===== src/test/imem.hex =====
// one 32-bit instruction word per line, in hex
// line n holds the word at word address n
00000013
00100093
00200113
00300193
00400213
00500293
00600313
00700393
00800413
00900493
00a00513
00b00593
00c00613
00d00693
00e00713
00f00793
002081b3
40110233
0020f2b3
0020e333
0020c3b3
00209433
0020d4b3
4020d533
00112023
00212223
00012583
00412603
00208463
fe209ee3
008000ef
00008067


===== src/common/fetch_pkg.sv =====
package fetch_pkg;

    // instruction and pc width
    localparam int xlen = 32;

    // fetch buffer entries
    localparam int buf_depth = 16;

    // occupancy runs 0 .. buf_depth inclusive
    localparam int cnt_w = $clog2(buf_depth + 1);

    // rom size, kept a power of two so the address wraps on its low bits
    localparam int imem_words = 32;
    localparam int imem_aw = $clog2(imem_words);

    // shared by rom and testbench
    localparam string imem_file = "/design/src/test/imem.hex";

    typedef logic [xlen-1:0] instr_t;

    // word address
    typedef logic [xlen-1:0] pc_t;

    typedef logic [cnt_w-1:0] cnt_t;

endpackage


===== src/fetch_ctrl.sv =====
module fetch_ctrl import fetch_pkg::*; (
    input  logic clk,
    input  logic rstn,
    input  logic redirect,
    input  pc_t  redirect_pc,
    input  logic take_old,
    input  logic take_young,
    input  cnt_t count,
    output pc_t  fetch_pc,
    output logic push,
    output logic two,
    output logic flush
);

    pc_t  pc_q;
    pc_t  pc_step;
    cnt_t n_take;
    cnt_t room_limit;
    logic has_room;

    // entries leaving the buffer at this edge
    assign n_take = cnt_t'(take_old) + cnt_t'(take_young);

    // count - n_take <= buf_depth - 2, moved around so nothing underflows
    assign room_limit = cnt_t'(buf_depth - 2) + n_take;
    assign has_room = (count <= room_limit);

    // even pc starts an aligned pair, odd pc only has its own word
    assign two = ~pc_q[0];

    assign pc_step = two ? pc_t'(2) : pc_t'(1);

    // no fetch in a redirect cycle, the new pc is loaded first
    assign push = rstn & ~redirect & has_room;

    assign flush = redirect;

    always_ff @(posedge clk or negedge rstn) begin
        if (!rstn) begin
            pc_q <= '0;
        end else if (redirect) begin
            pc_q <= redirect_pc;
        end else if (push) begin
            pc_q <= pc_q + pc_step;
        end
    end

    assign fetch_pc = pc_q;

endmodule


===== src/imem.sv =====
module imem import fetch_pkg::*; (
    input  pc_t    fetch_pc,
    output instr_t grp_ir0,
    output instr_t grp_ir1
);

    instr_t rom [imem_words];

    logic [imem_aw-1:0] addr0;
    logic [imem_aw-1:0] addr1;

    initial begin
        $readmemh(imem_file, rom);
    end

    // low bits only, so pc and pc+1 both wrap modulo imem_words
    assign addr0 = fetch_pc[imem_aw-1:0];
    assign addr1 = addr0 + 1'b1;

    // combinational read of the fetch group
    assign grp_ir0 = rom[addr0];
    assign grp_ir1 = rom[addr1];

endmodule


===== src/fetch_buffer/fetch_buffer.sv =====
module fetch_buffer import fetch_pkg::*; (
    input  logic   clk,
    input  logic   rstn,
    input  logic   flush,
    input  logic   push,
    input  logic   two,
    input  pc_t    fetch_pc,
    input  instr_t grp_ir0,
    input  instr_t grp_ir1,
    input  logic   take_old,
    input  logic   take_young,
    output instr_t ir_old,
    output pc_t    pc_old,
    output instr_t ir_young,
    output pc_t    pc_young,
    output logic   valid_old,
    output logic   valid_young,
    output cnt_t   count
);

    // slot 0 is the oldest entry
    instr_t ir_q [buf_depth];
    pc_t    pc_q [buf_depth];
    cnt_t   count_q;

    instr_t ir_d [buf_depth];
    pc_t    pc_d [buf_depth];
    cnt_t   count_d;

    cnt_t   n_take;
    cnt_t   n_push;
    cnt_t   remaining;
    cnt_t   second_slot;
    pc_t    pc_second;

    assign n_take = cnt_t'(take_old) + cnt_t'(take_young);

    always_comb begin
        if (!push) begin
            n_push = '0;
        end else if (two) begin
            n_push = cnt_t'(2);
        end else begin
            n_push = cnt_t'(1);
        end
    end

    // what is left once the taken entries are gone
    assign remaining = count_q - n_take;
    assign second_slot = remaining + cnt_t'(1);

    // second word of an aligned pair
    assign pc_second = fetch_pc + pc_t'(1);

    // dequeue and enqueue resolved together in one pass
    always_comb begin
        int src;
        src = 0;
        for (int i = 0; i < buf_depth; i++) begin
            src = i + int'(n_take);
            if (src < buf_depth) begin
                ir_d[i] = ir_q[src];
                pc_d[i] = pc_q[src];
            end else begin
                ir_d[i] = ir_q[i];
                pc_d[i] = pc_q[i];
            end

            // new group lands right behind the survivors
            if (push && cnt_t'(i) == remaining) begin
                ir_d[i] = grp_ir0;
                pc_d[i] = fetch_pc;
            end else if (push && two && cnt_t'(i) == second_slot) begin
                ir_d[i] = grp_ir1;
                pc_d[i] = pc_second;
            end
        end
    end

    // a flush drops everything, including this cycle's takes
    assign count_d = flush ? '0 : remaining + n_push;

    always_ff @(posedge clk or negedge rstn) begin
        if (!rstn) begin
            count_q <= '0;
        end else begin
            count_q <= count_d;
        end
    end

    // entries past count_q are stale and never shown as valid
    always_ff @(posedge clk) begin
        for (int i = 0; i < buf_depth; i++) begin
            ir_q[i] <= ir_d[i];
            pc_q[i] <= pc_d[i];
        end
    end

    assign ir_old   = ir_q[0];
    assign pc_old   = pc_q[0];
    assign ir_young = ir_q[1];
    assign pc_young = pc_q[1];

    assign valid_old   = (count_q != '0);
    assign valid_young = (count_q > cnt_t'(1));

    assign count = count_q;

endmodule


===== src/fetch_top.sv =====
module fetch_top import fetch_pkg::*; (
    input  logic   clk,
    input  logic   rstn,
    input  logic   redirect,
    input  pc_t    redirect_pc,
    input  logic   take_old,
    input  logic   take_young,
    output instr_t ir_old,
    output pc_t    pc_old,
    output instr_t ir_young,
    output pc_t    pc_young,
    output logic   valid_old,
    output logic   valid_young
);

    pc_t    fetch_pc;
    logic   push;
    logic   two;
    logic   flush;
    instr_t grp_ir0;
    instr_t grp_ir1;
    cnt_t   count;

    fetch_ctrl u_ctrl (
        .clk         (clk),
        .rstn        (rstn),
        .redirect    (redirect),
        .redirect_pc (redirect_pc),
        .take_old    (take_old),
        .take_young  (take_young),
        .count       (count),
        .fetch_pc    (fetch_pc),
        .push        (push),
        .two         (two),
        .flush       (flush)
    );

    imem u_imem (
        .fetch_pc (fetch_pc),
        .grp_ir0  (grp_ir0),
        .grp_ir1  (grp_ir1)
    );

    fetch_buffer u_buf (
        .clk         (clk),
        .rstn        (rstn),
        .flush       (flush),
        .push        (push),
        .two         (two),
        .fetch_pc    (fetch_pc),
        .grp_ir0     (grp_ir0),
        .grp_ir1     (grp_ir1),
        .take_old    (take_old),
        .take_young  (take_young),
        .ir_old      (ir_old),
        .pc_old      (pc_old),
        .ir_young    (ir_young),
        .pc_young    (pc_young),
        .valid_old   (valid_old),
        .valid_young (valid_young),
        .count       (count)
    );

endmodule


===== config.mk =====
export PLATFORM = sky130hd
export DESIGN_NAME = fetch_top
export DESIGN_NICKNAME = d
export VERILOG_FILES = /design/src/common/fetch_pkg.sv /design/src/fetch_ctrl.sv /design/src/imem.sv /design/src/fetch_buffer/fetch_buffer.sv /design/src/fetch_top.sv
export SDC_FILE = /design/constraint.sdc
export NUM_CORES = 2
export LEC_CHECK = 0
export ABC_AREA = 0
export BUFFER_PORTS_ARGS = -buffer_cell sky130_fd_sc_hd__buf_2
export CAP_MARGIN = 40
export CELL_PAD_IN_SITES_DETAIL_PLACEMENT = 1
export CELL_PAD_IN_SITES_GLOBAL_PLACEMENT = 2
export CORE_AREA = 2 2 450 452
export CTS_CLUSTER_SIZE = 8
export DETAILED_ROUTE_END_ITERATION = 12
export DIE_AREA = 0 0 452 454
export PLACE_DENSITY_LB_ADDON = 0.1
export SYNTH_ARGS = -nofsm -noshare
export SYNTH_HDL_FRONTEND = slang
export SYNTH_SLANG_ARGS = --single-unit

===== constraint.sdc =====
create_clock -name clk -period 11.8 [get_ports clk]
set_input_delay 1.18 -clock clk [delete_from_list [all_inputs] [get_ports clk]]
set_output_delay 1.18 -clock clk [all_outputs]
set_load 0.02 [all_outputs]

# [Word level (Yosys, flattened, before mapping)]
# Memory sizes are Yosys's and may differ from the RTL's.
# Index checks and enable logic that the tools add are counted.
[word_totals] regBits=37 ramBits=1024 inputBits=37 out_inout_bits=130 mem_count=2
[memory_table] memory="u_buf.ir_q" words=16 width=32 rd=18 rd_ports_with_merged_regs=0 wr=16 line="fetch_buffer.sv:22" rtl="instr_t ir_q [buf_depth];"
[memory_table] memory="u_buf.pc_q" words=16 width=32 rd=18 rd_ports_with_merged_regs=0 wr=16 line="fetch_buffer.sv:23" rtl="pc_t pc_q [buf_depth];"
[classes] n_addsub=22 order_cmp=18 n_eq_ne=44 muxes=102 bitwise_logic=4 n_reduce_logical=37
[ops] cell="2-to-1 mux 32 bit" count=98
[ops] cell="less-than comparator 32 x 6 -> 1 bit, second input constant" count=15
[ops] cell="== test 4 x 5 -> 1 bit, first input constant" count=16
[ops] cell="adder 4 x 5 -> 6 bit, first input constant" count=8
[ops] cell="inequality test 3 bit, second input constant" count=14
[ops] cell="== test 3 x 5 -> 1 bit, first input constant" count=8
[ops] cell="logical AND 1 bit" count=33
[ops] cell="adder 32 x 1 -> 32 bit, second input constant" count=1
[ops] cell="adder 32 bit" count=1
[ops] cell="adder 3 x 5 -> 6 bit, first input constant" count=4
[ops] cell="== test 2 x 5 -> 1 bit, first input constant" count=4
[ops] cell="adder 2 x 5 -> 6 bit, first input constant" count=2
[ops] cell="== test 1 x 5 -> 1 bit, first input constant" count=2
[ops] cell="zero test 5 bit" count=2
[ops] cell="adder 1 x 5 -> 6 bit, first input constant" count=1
[ops] cell="2-to-1 mux 2 bit" count=3
[ops] cell="adder 4 x 5 -> 5 bit, first input constant" count=1
[ops] cell="adder 5 x 1 -> 5 bit, second input constant" count=1
[ops] cell="adder 5 x 2 -> 5 bit" count=1
[ops] cell="> comparator 5 x 1 -> 1 bit, second input constant" count=1
[ops] cell="less-or-equal comparator 5 bit" count=1
[ops] cell="less-than comparator 5 bit, second input constant" count=1
[ops] cell="2-to-1 mux 5 bit" count=1
[ops] cell="nonzero test 5 bit" count=1
[ops] cell="other kinds (5)" count=7

# [Longest topological paths before layout]
[logic_depth] ltp_word=8 ltp_mapped=22 mapped_depth_nobuf=16

# [Modules after synthesis]
# A second synthesis with hierarchy kept.
[unflattened] cells_unflattened=9544 hier_area_um2=83570.2
[modules_own_cells] module="fetch_buffer" n_inst=1 cells_per_inst=9215 area_each_um2=80857.5
[modules_own_cells] module="fetch_ctrl" n_inst=1 cells_per_inst=264 area_each_um2=2228.4
[modules_own_cells] module="imem" n_inst=1 cells_per_inst=65 area_each_um2=484.2

# [Worst setup path after synthesis]
# OpenSTA, ideal clock, no wires.
[synth_timing] path_kind="input-to-reg" startpoint="input port take_old" endpoint="memory u_buf.ir_q[14][0] in the netlist's numbering, enable pin" setup_ns=0.850 t_arrival_ns=6.710 required_ns=10.950 path_slack_ns=4.240 cell_stages=21 n_path_buf=9 cell_sequence="ha_1 buf_2 buf_2 inv_1 clkbuf_1 clkbuf_1 fa_1 clkbuf_1 or3_1 or3_1 and3_1 buf_2 nor2_1 ha_1 nor4bb_1 clkbuf_1 and4_1 buf_2 nand2_2 buf_2 nand3_1"
[synth_lines] element="start: declaration" line="fetch_top.sv:6" rtl="input logic take_old,"
[synth_lines] element="end: declaration" line="fetch_buffer.sv:22"

==> summary.md <==
| Metric | Value |
|---|---|
| Initial core utilization | 39.72% |
| Total grt overflow | 0 |
| FF+latch area | 27190 sq um |
| Pre-CTS setup slack | 3.348 ns |
| Clock tree buffer depth | 3 |
| Mapped Area | 79780 sq um |
| PwrDens | 229.5 nW/um^2 |
| Worst Path Required | 12.23 ns |
| Initial antenna violation count | 8 |
| Post-synth top area share | between 20% and 30% |
| VDD IR-drop max | roughly 0.16 mV |
| Mean area per synthesized cell | between 10 and 15 sq um |
| Fillcell total | 21390 |
| Post-CTS Resized | 0 |
| Worst path most repeated cell | buf_4 |
| Skew final | 0.04002 ns |
| Layout cells sized above 1 | 28.87% |
| Final setup vio count | 0 |
| Synth area leaders | mux4_2 26%, edfxtp_1 22%, dfxtp_1 11% |
| Worst R2R End | u_buf.ir_q[15][18] |
| Clock power frac | 22.3% |
| CP delay by family, top | simple AND/OR/NAND/NOR gates |
| FF-to-FF path depth | 18 |
| Max Cap Violations | 0 |
| Normalized max-slew margin | 22.75% |
| Die width | ~450 um |
| Clk sinks | approximately 1100 |
| I/O pin count | 167 |
| First-pass GRT wire length | 479.2 mm |
| Synth warn | 0 |
| Area leader, netlist | mux4_2 |
| Ys async rst share | 3.487% |
| Combinational share of power | 40.2% |
| Final HPWL DP | 198.3 mm |
| CTS Hold Buffers Added | 0 |
| Crit path capture type | flip-flop |
| TritonRoute pass-1 iters | 5 |
| Post-synth EDFFs | 576 |
| Nets | approximately 7100 |
| PnR worst setup slack | 4.367 ns |
| Reg-to-reg slack, setup | 4.98 ns |
| Critical Path Start Type | input pin |
| Worst hold-check path type | in2async |
| Leak | 33.09 nW |
| Int Power | roughly 12 mW |
| CP peak stage delay | 0.66 ns |
| Main synth FF type | edfxtp_1 |
| Area taken by multi-input logic gates | slightly below 50000 sq um |
| FMAX | around 130 MHz |
| Row Count | 165 |
| Commonest non-fill, non-tap cell in the layout | mux4_2 |
| Worst-Skew Late Latency | 0.83 ns |
| Sw Pwr | 7.833 mW |
| Pin count of the biggest net entering global routing | 166 |
| Via Count | ~66000 |
| Final std cells w/o fill | 9800 |
| Slew Limit Fails | 0 |
| Final ANT Viol Nets | 0 |
| Layout overhead on the synthesized area | 10.57% |
| Routed WL per cell | 33.16 um |
| Residual DRC | 0 |
| H-tree levels | 4 |
| Most frequent cells in the layout | 910 x mux4_2, 842 x nor2_1, 577 x mux2i_1 |
| Slowest cell on crit path | buf_4 |
| CTS tree | yes |
| Seq/Total Area, Yosys | 34.08% |
| CP bufs+invs | 7 |
| Gpl congestion | 0.9013 |
| Die footprint | 205200 sq um |
| Die height | 454 um |
| Post-CTS setup buffers | 0 |
| Violation count after the first detailed-route iteration | 6899 |
| Status | finished, final reports clean |
| Via density | approximately 6.7 |
| Hold slack final | 0.3806 ns |
| Crit path cell chain | buf_2, inv_1, ha_4, ha_1, inv_1, fa_1, or3_1, or3_1, and3_1, nor2_1, ha_1, nor4bb_1, clkbuf_2, nand2_1, buf_4, a31oi_1, nand2_4, buf_4, a21oi_4, buf_4 |
| Path type of the worst setup path | in2reg |
| Max FO, Critical Path | 32 |
| Sw frac | 38.69% |
| Post-Syn Instances | 7217 |
| Number of buffers added on ports | between 150 and 200 |
| Core region area | 200900 sq um |
| RSZ-0062 raised after global routing | false |
| Register share of total power | 37.5% |
| Number of global-route vias before repair | between 60000 and 70000 |
| Clock-pin slew on the worst setup and hold paths | around 0.050 ns |
| Total Routed Length | 325.0 mm |
| Arr. time, crit path | 7.86 ns |
| CTS buffer count | 155 |
| Root buf cell | clkbuf_16 |
| Reg-to-reg startpoint | u_buf.count[0] |
| TNS Setup | 0 ns |
| Worst-margin pin slew | 1.159 ns |
| Final Cycle Share | 62.99% |
| Placed Instances | approximately 9500 |
| Syn_nets | 7268 |
| Final Hold Viols | 0 |
| Final min period | about 7.4 ns |
| FF+latch count, synth | 1061 |
| Total GRT Usage | 31.21% |
| Post-synth cell types | 88 |
==> worst register-to-register path, cell delays in order (launching register included) <==
cell and delay, ns:
dfrtp_1 0.37, inv_1 0.25, ha_1 0.27, inv_1 0.08
fa_1 0.60, or3_1 0.46, or3_1 0.36, and3_1 0.41
nor2_1 0.22, ha_1 0.17, nor4bb_1 0.37, clkbuf_2 0.23
nand2_1 0.07, buf_4 0.23, a31oi_1 0.43, nand2_4 0.43
buf_4 0.53, a21oi_4 0.24, buf_4 0.66
==> cell families (layout without fill, tap and decap cells) <==
| kind of cell | count (synthesis) | after routing | share of synthesized area, % |
|---|---|---|---|
| multiplexers | 1917 | 1917 | 39.00 |
| AO/OA/AOI/OAI | 1482 | 1482 | 11.16 |
| flip-flops | 1061 | 1061 | 34.08 |
| AND/OR/NAND/NOR | 1880 | 1880 | 10.52 |
| other | 0 | 2 | 0 |
| buffers and inverters | 807 | 716 | 4.388 |
| XOR/XNOR | 56 | 56 | 0.6148 |
| adder cells (fa/ha/maj) | 14 | 14 | 0.2384 |
==> layout make-up <==
class / instances / area share (%)
Timing Repair Buffer: 415 / 3.814
Antenna cell: 2 / 0.005674
Inverter: 23 / 0.1248
Clock inverter: 14 / 0.3092
Multi-Input combinational cell: 5349 / 56.08
Clock buffer: 264 / 5.047
Tap cell: 2672 / 3.790
Sequential cell: 1061 / 30.83
==> how the worst max path moves through the flow <==
stage                  start  slack (ns)  cells past startpoint                 end
floorplan           take_old        4.24                     21   u_buf.ir_q[14][0]
global placement    take_old        2.88                     14  u_buf.ir_q[14][22]
detailed placement  take_old        3.35                     19  u_buf.ir_q[15][18]
CTS                 take_old        4.21                     19  u_buf.ir_q[15][18]
global route        take_old        4.07                     15   u_buf.pc_q[7][16]
finish              take_old        4.37                     20  u_buf.ir_q[15][18]
==> synth_stat cells (18+ instances only) <==
library cell / number
clkbuf_1: 451
or2_2: 41
and3_1: 29
buf_1: 109
a211oi_1: 41
dfxtp_1: 448
mux2i_1: 577
nor2_1: 846
mux2_2: 427
nor2b_1: 151
dfrtp_1: 37
o21ai_0: 450
mux4_2: 910
xor2_1: 20
buf_6: 19
nor3_1: 35
buf_4: 29
nand2_1: 561
o221ai_1: 19
inv_1: 18
a21oi_1: 431
a31oi_1: 98
edfxtp_1: 576
xnor2_1: 36
nand4_1: 39
nand3_1: 76
buf_2: 176
o211ai_1: 66
o31ai_1: 30
a22oi_1: 188
a32oi_1: 23
o22ai_1: 33
==> power by group through the flow <==
stage | Clock [mW] | Sequential (mW) | Combinational [mW]
floorplan | 0 | 6.93 | 5.90
CTS | 4.59 | 7.52 | 8.10
global placement | 0 | 7.51 | 7.82
finish | 4.51 | 7.59 | 8.14
global route | 4.72 | 7.78 | 8.74
detailed placement | 0 | 7.56 | 8.05
==> state kept, by name, indices dropped and copies added (netlist names) <==
register / count
u_buf.pc_q: 512
u_buf.count: 5
u_ctrl.fetch_pc: 32
u_buf.ir_q: 512
==> through the flow <==
stage	instance area, sq um	utilization, %	total power, mW
global placement	82580	41.11	15.34
CTS	88200	43.91	20.21
finish	88210	43.91	20.25
global route	88210	43.91	21.24
detailed placement	83480	41.56	15.61
floorplan	79780	-	12.82
==> per-layer routing <==
metal / track usage, % / part of all wire [%]
met1: 42.10 / 42
met2: 49.91 / 47
met3: 4.986 / 6.8
met4: 13.10 / 4.5
met5: 0 / 0.012
Note: power is estimated with default switching activity, not from simulation.
